--- src/verilog/hamming_consts.svh ---
// Hamming codec word widths and core pipeline latencies
`ifndef HAMMING_CONSTS_SVH
`define HAMMING_CONSTS_SVH

// widest data word, SECDED and (31,26)
`define HAM_DATA_W 26

// code word width, bit p-1 holds position p
`define HAM_CODE_W 32

// cycles from in_valid to out_valid
`define HAM_ENC_LAT 2
`define HAM_DEC_LAT 3

`endif

--- src/verilog/hamming_pkg.sv ---
// Hamming codec shared modes, status codes and channel payload types
package hamming_pkg;
    `include "hamming_consts.svh"

    typedef enum logic [1:0] {
        MODE_7_4    = 2'd0,
        MODE_15_11  = 2'd1,
        MODE_31_26  = 2'd2,
        MODE_SECDED = 2'd3   // (31,26) plus overall parity in bit 31
    } code_mode_e;

    typedef logic [`HAM_DATA_W-1:0] data_t;
    typedef logic [`HAM_CODE_W-1:0] code_t;

    typedef enum logic [1:0] {
        ST_OK            = 2'd0,
        ST_CORRECTED     = 2'd1,
        ST_UNCORRECTABLE = 2'd2
    } dec_status_e;

    typedef struct packed {
        code_mode_e mode;
        data_t      data;
    } enc_req_t;

    typedef struct packed {
        code_mode_e mode;
        code_t      code;
    } dec_req_t;

    typedef struct packed {
        data_t       data;
        dec_status_e status;
    } dec_rsp_t;

    // highest Hamming position in use, SECDED parity bit not counted
    function automatic int unsigned code_len(code_mode_e mode);
        case (mode)
            MODE_7_4:   return 7;
            MODE_15_11: return 15;
            default:    return 31;
        endcase
    endfunction
endpackage

--- src/verilog/hamming_codec_top.sv ---
// Hamming codec top level with separate encode and decode req/ack channels
module hamming_codec_top (
    input  logic                     clk,
    input  logic                     arst_n,
    // encode channel
    input  logic                     enc_req,
    input  hamming_pkg::code_mode_e  enc_mode,
    input  hamming_pkg::data_t       enc_data,
    output logic                     enc_ack,
    output hamming_pkg::code_t       enc_code,
    // decode channel
    input  logic                     dec_req,
    input  hamming_pkg::code_mode_e  dec_mode,
    input  hamming_pkg::code_t       dec_code_in,
    output logic                     dec_ack,
    output hamming_pkg::data_t       dec_data,
    output hamming_pkg::dec_status_e dec_status
);
    import hamming_pkg::*;

    enc_req_t    enc_payload;
    enc_req_t    enc_core_req;
    logic        enc_core_valid;
    logic        enc_core_done;
    code_t       enc_core_code;

    dec_req_t    dec_payload;
    dec_req_t    dec_core_req;
    logic        dec_core_valid;
    logic        dec_core_done;
    data_t       dec_core_data;
    dec_status_e dec_core_status;
    dec_rsp_t    dec_core_rsp;
    dec_rsp_t    dec_rsp;

    assign enc_payload  = '{mode: enc_mode, data: enc_data};
    assign dec_payload  = '{mode: dec_mode, code: dec_code_in};
    assign dec_core_rsp = '{data: dec_core_data, status: dec_core_status};
    assign dec_data     = dec_rsp.data;
    assign dec_status   = dec_rsp.status;

    hs_req_ack #(
        .req_t(enc_req_t),
        .rsp_t(code_t)
    ) u_enc_hs (
        .clk       (clk),
        .arst_n    (arst_n),
        .req       (enc_req),
        .req_data  (enc_payload),
        .ack       (enc_ack),
        .rsp_data  (enc_code),
        .core_valid(enc_core_valid),
        .core_req  (enc_core_req),
        .core_done (enc_core_done),
        .core_rsp  (enc_core_code)
    );

    hamming_encoder u_enc (
        .clk      (clk),
        .arst_n   (arst_n),
        .in_valid (enc_core_valid),
        .in_mode  (enc_core_req.mode),
        .in_data  (enc_core_req.data),
        .out_valid(enc_core_done),
        .out_code (enc_core_code)
    );

    hs_req_ack #(
        .req_t(dec_req_t),
        .rsp_t(dec_rsp_t)
    ) u_dec_hs (
        .clk       (clk),
        .arst_n    (arst_n),
        .req       (dec_req),
        .req_data  (dec_payload),
        .ack       (dec_ack),
        .rsp_data  (dec_rsp),
        .core_valid(dec_core_valid),
        .core_req  (dec_core_req),
        .core_done (dec_core_done),
        .core_rsp  (dec_core_rsp)
    );

    hamming_decoder u_dec (
        .clk       (clk),
        .arst_n    (arst_n),
        .in_valid  (dec_core_valid),
        .in_mode   (dec_core_req.mode),
        .in_code   (dec_core_req.code),
        .out_valid (dec_core_done),
        .out_data  (dec_core_data),
        .out_status(dec_core_status)
    );

endmodule

--- src/verilog/hamming_decoder.sv ---
// Hamming and SECDED decoder with syndrome, correction and extraction stages
`include "hamming_consts.svh"

module hamming_decoder (
    input  logic                     clk,
    input  logic                     arst_n,
    input  logic                     in_valid,
    input  hamming_pkg::code_mode_e  in_mode,
    input  hamming_pkg::code_t       in_code,
    output logic                     out_valid,
    output hamming_pkg::data_t       out_data,
    output hamming_pkg::dec_status_e out_status
);
    import hamming_pkg::*;

    localparam int SYN_W = $clog2(`HAM_CODE_W);

    // stage one
    code_t            code_m;
    logic [SYN_W-1:0] syn_d;
    logic             v1_q;
    code_mode_e       mode1_q;
    code_t            code1_q;
    logic [SYN_W-1:0] syn_q;
    logic             ovp_q;

    // stage two
    logic             flip;
    code_t            code_fix;
    dec_status_e      st_d;
    logic             v2_q;
    code_mode_e       mode2_q;
    code_t            code2_q;
    dec_status_e      st2_q;

    // stage three
    data_t            data_d;

    always_ff @(posedge clk or negedge arst_n) begin
        if (!arst_n) begin
            v1_q      <= 1'b0;
            v2_q      <= 1'b0;
            out_valid <= 1'b0;
        end else begin
            v1_q      <= in_valid;
            v2_q      <= v1_q;
            out_valid <= v2_q;
        end
    end

    // mask to the code length and form the syndrome
    always_comb begin
        int unsigned n;
        n      = code_len(in_mode);
        code_m = '0;
        syn_d  = '0;
        for (int p = 1; p < `HAM_CODE_W; p++) begin
            if (p <= n) begin
                code_m[p-1] = in_code[p-1];
                if (in_code[p-1]) begin
                    syn_d ^= SYN_W'(p);
                end
            end
        end
        if (in_mode == MODE_SECDED) begin
            code_m[`HAM_CODE_W-1] = in_code[`HAM_CODE_W-1];
        end
    end

    always_ff @(posedge clk) begin
        mode1_q <= in_mode;
        code1_q <= code_m;
        syn_q   <= syn_d;
        ovp_q   <= (in_mode == MODE_SECDED) && (^code_m);   // odd overall parity
    end

    // single error correction and status
    always_comb begin
        flip     = (syn_q != '0) && ((mode1_q != MODE_SECDED) || ovp_q);
        code_fix = code1_q;
        st_d     = ST_OK;
        if (flip) begin
            code_fix[syn_q - 1'b1] = ~code1_q[syn_q - 1'b1];
            st_d                   = ST_CORRECTED;
        end else if (ovp_q) begin
            st_d = ST_CORRECTED;   // only the overall parity bit was hit
        end else if (mode1_q == MODE_SECDED && syn_q != '0) begin
            st_d = ST_UNCORRECTABLE;   // double error, leave word alone
        end
    end

    always_ff @(posedge clk) begin
        mode2_q <= mode1_q;
        code2_q <= code_fix;
        st2_q   <= st_d;
    end

    // pull data back out of the non-power-of-two positions
    always_comb begin
        int unsigned n;
        int unsigned k;
        n      = code_len(mode2_q);
        k      = 0;
        data_d = '0;
        for (int p = 1; p < `HAM_CODE_W; p++) begin
            if ((p & (p - 1)) != 0) begin
                if (p <= n) begin
                    data_d[k] = code2_q[p-1];
                end
                k++;
            end
        end
    end

    always_ff @(posedge clk) begin
        out_data   <= data_d;
        out_status <= st2_q;
    end

endmodule

--- src/verilog/hamming_encoder.sv ---
// Hamming and SECDED encoder with a two-stage fixed-latency pipeline
`include "hamming_consts.svh"

module hamming_encoder (
    input  logic                    clk,
    input  logic                    arst_n,
    input  logic                    in_valid,
    input  hamming_pkg::code_mode_e in_mode,
    input  hamming_pkg::data_t      in_data,
    output logic                    out_valid,
    output hamming_pkg::code_t      out_code
);
    import hamming_pkg::*;

    localparam int PAR_N = $clog2(`HAM_CODE_W);   // parity positions 1,2,4,8,16

    logic       valid_q;
    code_mode_e mode_q;
    data_t      data_q;
    code_t      code_next;

    always_ff @(posedge clk or negedge arst_n) begin
        if (!arst_n) begin
            valid_q   <= 1'b0;
            out_valid <= 1'b0;
        end else begin
            valid_q   <= in_valid;
            out_valid <= valid_q;
        end
    end

    // input buffer stage
    always_ff @(posedge clk) begin
        mode_q <= in_mode;
        data_q <= in_data;
    end

    always_comb begin
        int unsigned n;
        int unsigned k;
        logic        par;
        n         = code_len(mode_q);
        k         = 0;
        code_next = '0;

        // data in ascending order at the non-power-of-two positions
        for (int p = 1; p < `HAM_CODE_W; p++) begin
            if ((p & (p - 1)) != 0) begin
                if (p <= n) begin
                    code_next[p-1] = data_q[k];
                end
                k++;   // same slot order in every mode
            end
        end

        // parity bit at position 2**i covers all positions with bit i set
        for (int i = 0; i < PAR_N; i++) begin
            par = 1'b0;
            for (int p = 1; p < `HAM_CODE_W; p++) begin
                if ((p & (1 << i)) != 0) begin
                    par ^= code_next[p-1];
                end
            end
            if ((1 << i) <= n) begin
                code_next[(1 << i) - 1] = par;
            end
        end

        if (mode_q == MODE_SECDED) begin
            code_next[`HAM_CODE_W-1] = ^code_next[`HAM_CODE_W-2:0];   // overall parity
        end
    end

    // output stage
    always_ff @(posedge clk) begin
        out_code <= code_next;
    end

endmodule

--- src/verilog/hs_req_ack.sv ---
// Four-phase req/ack slave running one request through a fixed-latency core
module hs_req_ack #(
    parameter type req_t = logic,
    parameter type rsp_t = logic
) (
    input  logic clk,
    input  logic arst_n,
    input  logic req,
    input  req_t req_data,
    output logic ack,
    output rsp_t rsp_data,
    output logic core_valid,
    output req_t core_req,
    input  logic core_done,
    input  rsp_t core_rsp
);

    typedef enum logic [1:0] {
        S_IDLE  = 2'd0,
        S_BUSY  = 2'd1,   // item inside the core
        S_ACKED = 2'd2    // result held, waiting for req low
    } state_e;

    state_e state;
    logic   take;
    logic   capture;

    assign take    = (state == S_IDLE) && req && !ack;
    assign capture = (state == S_BUSY) && core_done;

    always_ff @(posedge clk or negedge arst_n) begin
        if (!arst_n) begin
            state      <= S_IDLE;
            core_valid <= 1'b0;
            ack        <= 1'b0;
        end else begin
            core_valid <= take;               // one-cycle launch pulse
            ack        <= (state == S_ACKED);  // one edge behind the state
            case (state)
                S_IDLE: begin
                    if (take) begin
                        state <= S_BUSY;
                    end
                end
                S_BUSY: begin
                    if (core_done) begin
                        state <= S_ACKED;
                    end
                end
                S_ACKED: begin
                    if (!req) begin
                        state <= S_IDLE;
                    end
                end
                default: state <= S_IDLE;
            endcase
        end
    end

    always_ff @(posedge clk) begin
        if (take) begin
            core_req <= req_data;
        end
        if (capture) begin
            rsp_data <= core_rsp;   // stable until the next item
        end
    end

endmodule
--- config.mk ---
export PLATFORM = sky130hd
export DESIGN_NAME = hamming_codec_top
export DESIGN_NICKNAME = d
export VERILOG_FILES = /design/src/verilog/hamming_pkg.sv /design/src/verilog/hamming_codec_top.sv /design/src/verilog/hamming_decoder.sv /design/src/verilog/hamming_encoder.sv /design/src/verilog/hs_req_ack.sv
export VERILOG_INCLUDE_DIRS = /design/src /design/src/verilog
export SDC_FILE = /design/constraint.sdc
export NUM_CORES = 1
export LEC_CHECK = 0
export BUFFER_PORTS_ARGS = -buffer_cell sky130_fd_sc_hd__clkbuf_2
export CAP_MARGIN = 20
export CORE_AREA = 2 2 138 140
export DETAILED_ROUTE_END_ITERATION = 12
export DIE_AREA = 0 0 140 142
export PLACE_DENSITY = 0.75
export SLEW_MARGIN = 20
export SYNTH_ARGS = -nofsm -noshare
export SYNTH_HDL_FRONTEND = slang
export SYNTH_SLANG_ARGS = --single-unit
--- constraint.sdc ---
create_clock -name clk -period 8.9 [get_ports clk]
set_clock_uncertainty 0.1 [all_clocks]
set_input_delay 1.335 -clock clk [delete_from_list [all_inputs] [get_ports clk]]
set_output_delay 1.335 -clock clk [all_outputs]
set_load 0.01 [all_outputs]
==> impl_metrics.env, run 1 <==
export IMPL_status="finished, violations left"
export IMPL_violations="design-rule violations"
export IMPL_r2r_slack_ns=5.92
export IMPL_place_inst=1033
export IMPL_synthTopCellsByCount="dfxtp_1, edfxtp_1, xnor2_1, and2_1, nand2_1"
export IMPL_io_pins=128
export IMPL_setup_viol=0
export IMPL_fp_dieH_microns=142
export IMPL_io_buffers=127
export IMPL_slew_headroom_pct=43.0
export IMPL_post_cts_buffers=0
export IMPL_die_area_sq_um=19900
export IMPL_worstRegToRegCells=8
export IMPL_fin_crit_sh_pct=33.5
export IMPL_grt_max_degree=37
export IMPL_fin_nets=901
export IMPL_p_seq_share_pct=43.3
export IMPL_netlist_area_sq_um=9990
export IMPL_clkSinkCount=293
export IMPL_antenna_cells=0
export IMPL_ant_nets=0
export IMPL_grt_pass1_wl_mm=27.7
export IMPL_avgRoutedWirePerCell_microns=16.2
export IMPL_setup_tns_final_ns=0
export IMPL_insertion_delay_ns=0.54
export IMPL_cts_repair_resized=0
export IMPL_cts_tree="yes"
export IMPL_core_area_sq_um=18500
export IMPL_clock_path_buffers=3
export IMPL_synth_avg_cell_area_sq_um=14.7
export IMPL_r2r_start="u_enc.mode_q[1]"
export IMPL_postSynth_asyncResetShare_pct=4.44
export IMPL_die_x_microns=140
export IMPL_p_per_area_nw_per_um2=392
export IMPL_hold_slack_ns=0.223
export IMPL_ir_drop_mv=0.249
export IMPL_critPathKind="register to register"
export IMPL_place_hpwl_mm=12.9
export IMPL_ys_seq_area_share_pct=71.6
export IMPL_synth_cells=680
export IMPL_fmax_mhz=336
export IMPL_place_congestion=0.938
export IMPL_met1_usage_pct=20.2
export IMPL_initial_core_util_pct=54.1
export IMPL_drive_gt1_share_pct=25.1
export IMPL_area_growth_pct=18.6
export IMPL_antenna_found_initial=0
export IMPL_synth_seq_cells=293
export IMPL_netSwitchingPower_mw=1.40
export IMPL_clock_power_share_pct=25.0
export IMPL_worstSetupEndpoint="u_enc.out_code[31]"
export IMPL_maxCapViolations=0
export IMPL_clk_root_buffer_cell="clkbuf_16"
export IMPL_drt_initial_drc_count=223
export IMPL_placementRows=50
export IMPL_synth_area_top_cells="edfxtp_1, dfxtp_1, xnor2_1, dfrtp_1, and2_1"
export IMPL_final_hold_viol_count=0
export IMPL_path_max_fanout=30
export IMPL_drt_pass1_iterations=11
export IMPL_via_per_inst=4.86
export IMPL_synth_top_area_cell="edfxtp_1"
export IMPL_ys_warnings_count=0
export IMPL_combPwrFrac_pct=31.7
export IMPL_clk_pin_slew_ns=0.06
export IMPL_wl_mm=17.6
export IMPL_fin_cells=1087
export IMPL_ys_types=41
export IMPL_numCtsBuffers=29
export IMPL_endpoint_kind="register"
export IMPL_synth_most_common_cell="dfxtp_1"
export IMPL_cp_arrival_ns=3.31
export IMPL_rsz0062_at_grt="false"
export IMPL_busiest_layer="met2"
export IMPL_required_ns=9.23
export IMPL_syn_num_nets=751
export IMPL_finalMaxSlewViolations=0
export IMPL_post_route_min_period_ns=2.98
export IMPL_grt_overflow=0
export IMPL_synth_top_area_share_pct=36.7
export IMPL_crit_path_start="u_enc.mode_q[1]"
export IMPL_drc=12
export IMPL_p_total_mw=4.64
export IMPL_worstReg2RegEnd="u_enc.out_code[31]"
export IMPL_p_int_mw=3.24
export IMPL_hold_class="register to register"
export IMPL_ys_flop_type="dfxtp_1"
export IMPL_use_met2_pct=33.8
export IMPL_track_usage_pct=17.8
export IMPL_h_tree_depth=1
export IMPL_hold_buffers=0
export IMPL_grt_pass1_vias=5485
export IMPL_worst_pin_slew_ns=0.850
export IMPL_grt_use_met3_pct=3.60
export IMPL_fill_cells=1341
export IMPL_start_kind="register"
export IMPL_vias=5287
export IMPL_power_switching_share_pct=30.1
export IMPL_p_leak_nw=4.78
export IMPL_synth_edff_count=122
cell type report:
type / instances / area (sq um) / area share [%]
sequential: 293 / 7150 / 60.4
multi-input combinational: 357 / 2740 / 23.2
clock buffer: 46 / 852 / 7.19
timing repair buffer: 132 / 673 / 5.68
tap: 234 / 293 / 2.47
clock inverter: 8 / 71.3 / 0.602
inverter: 17 / 63.8 / 0.539
flip-flops by register name, summed over array words and instances, names as in the netlist, 2 cells and up:
signal,cells
u_dec.st2_q,2
u_enc_hs.state,2
u_dec_hs.rsp_data,28
u_enc.mode_q,2
u_enc_hs.rsp_data,32
u_dec.mode2_q,2
u_enc.data_q,26
u_dec.code1_q,32
u_dec.out_status,2
u_enc_hs.core_req,28
u_dec.code2_q,26
u_dec_hs.core_req,34
u_dec.syn_q,5
u_enc.out_code,32
u_dec.mode1_q,2
u_dec_hs.state,2
u_dec.out_data,26
worst min-delay path by stage:
stage,startpoint,endpoint,slack (ns),depth (start not counted)
2_1_floorplan,u_dec.code2_q[2],u_dec.out_data[0],0.21,0
3_3_place_gp,u_dec.st2_q[1],u_dec.out_status[1],0.21,0
3_5_place_dp,u_dec.st2_q[0],u_dec.out_status[0],0.21,0
4_1_cts,u_dec.code2_q[5],u_dec.out_data[2],0.23,0
5_1_grt,u_dec.st2_q[0],u_dec.out_status[0],0.23,0
6_report,u_dec.st2_q[1],u_dec.out_status[1],0.22,0
per-layer routing:
layer  vias up  part of all wire, %
met2       148                   53
li1       2616                    -
met5         -                    0
met1      2483                   39
met4         0                  2.7
met3        40                  5.1
stage by stage:
stage,utilization [%],instance area [sq um],setup slack [ns]
2_1_floorplan,-,9990,4.00
3_3_place_gp,59.2,10900,6.05
3_5_place_dp,59.2,10900,5.99
4_1_cts,64.2,11800,5.98
5_1_grt,64.2,11800,5.77
6_report,64.2,11800,5.92
cells in the final DEF, fill, tap and decap left out, drive strengths merged, types with 2 or more instances in the layout:
cell type	netlist	final
xor2	26	26
ha	5	5
a31oi	2	2
clkinv	0	5
and3	4	4
buf	2	5
dfrtp	13	13
clkbuf	11	173
o21ai	12	12
o22ai	4	4
xnor3	8	8
inv	17	18
edfxtp	122	122
mux2	23	23
nor2	29	29
xnor2	70	70
nor3b	2	2
a21oi	12	12
mux4	8	8
nor4b	2	2
mux2i	4	4
nor2b	18	18
nor3	11	11
or2	3	3
and2	51	51
nand3	10	10
dfxtp	158	158
nand2b	4	4
nand2	38	38
worst max-delay path, stage by stage, from the launching register on:
cell     delay, ns
dfxtp_1       0.83
nor2b_1       0.19
a21oi_1       0.20
o22ai_1       0.15
xnor2_1       0.22
xnor3_1       0.45
xnor2_1       0.21
xnor3_1       0.34
and3_1        0.19
power groups by stage:
| stage | logic, mW | clock network (mW) | registers (mW) |
|---|---|---|---|
| after floorplan | 1.15 | 0 | 1.99 |
| after global placement | 1.45 | 0 | 2.03 |
| after detailed placement | 1.48 | 0 | 2.04 |
| after CTS | 1.49 | 1.19 | 2.02 |
| after global routing | 1.61 | 1.24 | 2.05 |
| final | 1.47 | 1.16 | 2.01 |
kinds of logic after synthesis:
| kind of cell | Yosys count | synth area share [%] |
|---|---|---|
| buffers and inverters | 30 | 1.13 |
| AOI/OAI and AO/OA | 38 | 2.24 |
| and+or+nand+nor | 174 | 9.03 |
| DFF | 293 | 71.6 |
| adders and majority gates | 5 | 0.626 |
| xor gates and xnor gates | 105 | 10.5 |
| muxes | 35 | 4.83 |
No activity file was read; power rests on OpenSTA's default activity.
==> run 2: changes to the inputs <==
--- a/config.mk
+++ b/config.mk
@@ -6,12 +6,13 @@
 export SDC_FILE = /design/constraint.sdc
 export NUM_CORES = 1
 export LEC_CHECK = 0
+export ABC_AREA = 1
 export BUFFER_PORTS_ARGS = -buffer_cell sky130_fd_sc_hd__clkbuf_2
 export CAP_MARGIN = 20
-export CORE_AREA = 2 2 138 140
+export CORE_AREA = 2 2 146 148
 export DETAILED_ROUTE_END_ITERATION = 12
-export DIE_AREA = 0 0 140 142
-export PLACE_DENSITY = 0.75
+export DIE_AREA = 0 0 148 150
+export PLACE_DENSITY = 0.74
 export SLEW_MARGIN = 20
 export SYNTH_ARGS = -nofsm -noshare
 export SYNTH_HDL_FRONTEND = slang
==> constraint.sdc (replaced) <==
create_clock -name clk -period 2.9 [get_ports clk]
set_clock_uncertainty 0.1 [all_clocks]
set_input_delay 0.435 -clock clk [delete_from_list [all_inputs] [get_ports clk]]
set_output_delay 0.435 -clock clk [all_outputs]
set_load 0.01 [all_outputs]
==> run 2 against run 1 <==
  * The flow now finishes without violations
  * Via count rose by 38%
  * Die area rose by 12%
  * Cell area rose by 15%
  * Clock-buffer cell count fell by 14
  * Fmax rose by 13%
  * Routed wire length rose by 19%
  * Cell count rose by 45%
  * Register-to-register slack got worse by 5.7 ns
  * Highest routed layer unchanged
==> impl_metrics.env, run 2 <==
export IMPL_clkSinkCount=293
export IMPL_final_hold_viol_count=0
export IMPL_fp_dieH_microns=150
export IMPL_cts_tree="yes"
export IMPL_path_max_fanout=15
export IMPL_die_x_microns=148
export IMPL_clock_path_buffers=3
export IMPL_crit_family="compound AO/OA/AOI/OAI gates"
export IMPL_rsz0062_at_grt="false"
export IMPL_drt_pass1_iterations=5
export IMPL_synth_edff_count=122
export IMPL_initial_core_util_pct=53.8
export IMPL_status="complete, no violations"
export IMPL_cp_arrival_ns=2.96
export IMPL_grt_overflow=0
export IMPL_via_per_inst=4.60
export IMPL_place_hpwl_mm=14.3
export IMPL_fmax_mhz=380
export IMPL_final_common_cell="nand2_1"
export IMPL_grt_pass1_wl_mm=33.6
export IMPL_syn_num_nets=1143
export IMPL_p_int_mw=9.67
export IMPL_grt_pass1_vias=6809
export IMPL_endpoint_kind="register"
export IMPL_vias=7273
export IMPL_netlist_area_sq_um=11100
export IMPL_largest_reg_flops=34
export IMPL_drt_initial_drc_count=426
export IMPL_ys_warnings_count=0
export IMPL_r2r_start="u_dec.syn_q[1]"
export IMPL_critPathKind="register to register"
export IMPL_synth_top_area_cell="edfxtp_1"
export IMPL_critPathMaxStageDelay_ns=0.39
export IMPL_top_register="u_dec_hs.core_req"
export IMPL_ys_seq_area_share_pct=64.2
export IMPL_clock_power_share_pct=23.7
export IMPL_required_ns=3.23
export IMPL_drive_gt1_share_pct=19.2
export IMPL_postSynth_asyncResetShare_pct=4.44
export IMPL_synth_most_common_cell="nand2_1"
export IMPL_clk_pin_slew_ns=0.06
export IMPL_worstHoldPathCells=1
export IMPL_p_per_area_nw_per_um2=1100
export IMPL_synth_cells=1072
export IMPL_antenna_cells=0
export IMPL_hp_start="enc_data[24]"
export IMPL_synth_seq_cells=293
export IMPL_fin_crit_sh_pct=90.8
export IMPL_slew_headroom_pct=58.2
export IMPL_netSwitchingPower_mw=5.41
export IMPL_finalMaxSlewViolations=0
export IMPL_maxCapViolations=0
export IMPL_critPathBufInv=3
export IMPL_setup_viol=0
export IMPL_cp_common_cell="inv_1"
export IMPL_start_kind="register"
export IMPL_fin_nets=1356
export IMPL_post_route_min_period_ns=2.63
export IMPL_antenna_found_initial=0
export IMPL_final_cell_mix="nand2_1, dfxtp_1, inv_1"
export IMPL_synth_avg_cell_area_sq_um=10.4
export IMPL_ir_drop_mv=0.681
export IMPL_placementRows=53
export IMPL_io_pins=128
export IMPL_synthTopCellsByCount="nand2_1, dfxtp_1, inv_1, edfxtp_1, nor2_1"
export IMPL_drc=0
export IMPL_worstReg2RegEnd="u_dec.code2_q[29]"
export IMPL_h_tree_depth=1
export IMPL_area_growth_pct=22.7
export IMPL_p_seq_share_pct=40.6
export IMPL_insertion_delay_ns=0.53
export IMPL_worst_pin_slew_ns=0.627
export IMPL_hold_class="primary input to register"
export IMPL_setup_tns_final_ns=0
export IMPL_p_total_mw=15.1
export IMPL_die_area_sq_um=22200
export IMPL_p_leak_nw=6.45
export IMPL_avgRoutedWirePerCell_microns=13.2
export IMPL_ant_nets=0
export IMPL_cp_cell_sequence="inv_1 -> ha_1 -> clkinvlp_4 -> a32o_1 -> nand3_1 -> nand2_1 -> a31oi_2 -> o2111ai_4 -> mux2i_1 -> inv_1"
export IMPL_clk_root_buffer_cell="clkbuf_16"
export IMPL_synth_top_area_share_pct=32.9
export IMPL_track_usage_pct=19.0
export IMPL_fill_cells=1590
export IMPL_ys_flop_type="dfxtp_1"
export IMPL_ys_types=40
export IMPL_crit_path_top_delay_cell="dfxtp_1"
export IMPL_place_congestion=0.875
export IMPL_combPwrFrac_pct=35.6
export IMPL_post_cts_buffers=0
export IMPL_numCtsBuffers=27
export IMPL_r2r_slack_ns=0.27
export IMPL_core_area_sq_um=20700
export IMPL_synth_area_top_cells="edfxtp_1, dfxtp_1, nand2_1, inv_1, dfrtp_1"
export IMPL_hold_end="u_enc_hs.core_req[24]"
export IMPL_worstRegToRegCells=10
export IMPL_power_switching_share_pct=35.9
export IMPL_io_buffers=127
export IMPL_grt_max_degree=37
export IMPL_wl_mm=20.9
==> run 2: final cells by class <==
cell class	instances	area, sq um	share of cell area [%]
Clock buffer	32	704	5.15
Tap cell	275	344	2.52
Clock inverter	17	205	1.50
Inverter	160	607	4.44
Timing Repair Buffer	197	1330	9.70
Sequential cell	293	7150	52.3
Multi-Input combinational cell	606	3330	24.4
==> run 2: worst max path at each step <==
stage	startpoint	to	slack [ns]	cells after the start
6_report	u_dec.syn_q[1]	u_dec.code2_q[29]	0.27	10
5_1_grt	u_dec.syn_q[1]	u_dec.code2_q[24]	0.04	10
4_1_cts	u_dec.syn_q[1]	u_dec.code2_q[19]	0.23	11
3_5_place_dp	u_dec.syn_q[1]	u_dec.code2_q[19]	0.26	11
3_3_place_gp	u_dec.syn_q[1]	u_dec.code2_q[28]	0.33	11
2_1_floorplan	enc_req	u_enc_hs.core_req[0]	0.22	2
==> run 2: kinds of logic after synthesis <==
| family | count (synthesis) | share of synthesized area (%) |
|---|---|---|
| and+or+nand+nor | 442 | 17.2 |
| xor gates and xnor gates | 75 | 5.96 |
| adders and majority gates | 5 | 0.562 |
| muxes | 27 | 2.43 |
| AOI/OAI and AO/OA | 56 | 3.17 |
| DFF | 293 | 64.2 |
| buffers and inverters | 174 | 6.45 |
==> run 2: worst reg2reg max path: stages (launching register included) <==
cell	delay (ns)
dfxtp_1	0.39
inv_1	0.10
ha_1	0.35
clkinvlp_4	0.25
a32o_1	0.34
nand3_1	0.07
nand2_1	0.07
a31oi_2	0.29
o2111ai_4	0.29
mux2i_1	0.23
inv_1	0.06
==> run 2: what timing repair did <==
action / in CTS / in global routing
resized for setup: 0 / 2
endpoints found under the setup margin: 0 / 26
hold endpoints to repair: 73 / 0
hold buffers: 61 / 0
==> run 2: routing by layer <==
layer | GRT usage, % | wire length [microns] | vias to the layer above
met5 | 0 | 0 | -
met4 | 4.33 | 314 | 0
met3 | 2.93 | 1330 | 30
met2 | 29.5 | 9040 | 206
met1 | 28.3 | 10200 | 3223
li1 | - | - | 3814
==> run 2: power groups by stage <==
stage / clock network (mW) / logic [mW] / registers [mW]
floorplan: 0 / 4.08 / 6.12
global placement: 0 / 5.05 / 6.19
detailed placement: 0 / 5.13 / 6.21
CTS: 3.64 / 5.22 / 6.13
global route: 3.82 / 6.06 / 6.24
finish: 3.58 / 5.37 / 6.13
==> run 2: through the flow <==
stage / instances / setup WS [ns] / area [sq um] / util [%] / hold WS [ns]
2_1_floorplan: 1072 / 0.217 / 11200 / - / 0.0394
3_3_place_gp: 1469 / 0.335 / 12100 / 58.6 / 0.212
3_5_place_dp: 1469 / 0.260 / 12100 / 58.6 / 0.214
4_1_cts: 1579 / 0.231 / 13600 / 65.9 / 0.000797
5_1_grt: 1580 / 0.0388 / 13700 / 66.1 / 0.000973
6_report: 1580 / 0.267 / 13700 / 66.1 / 0.0289
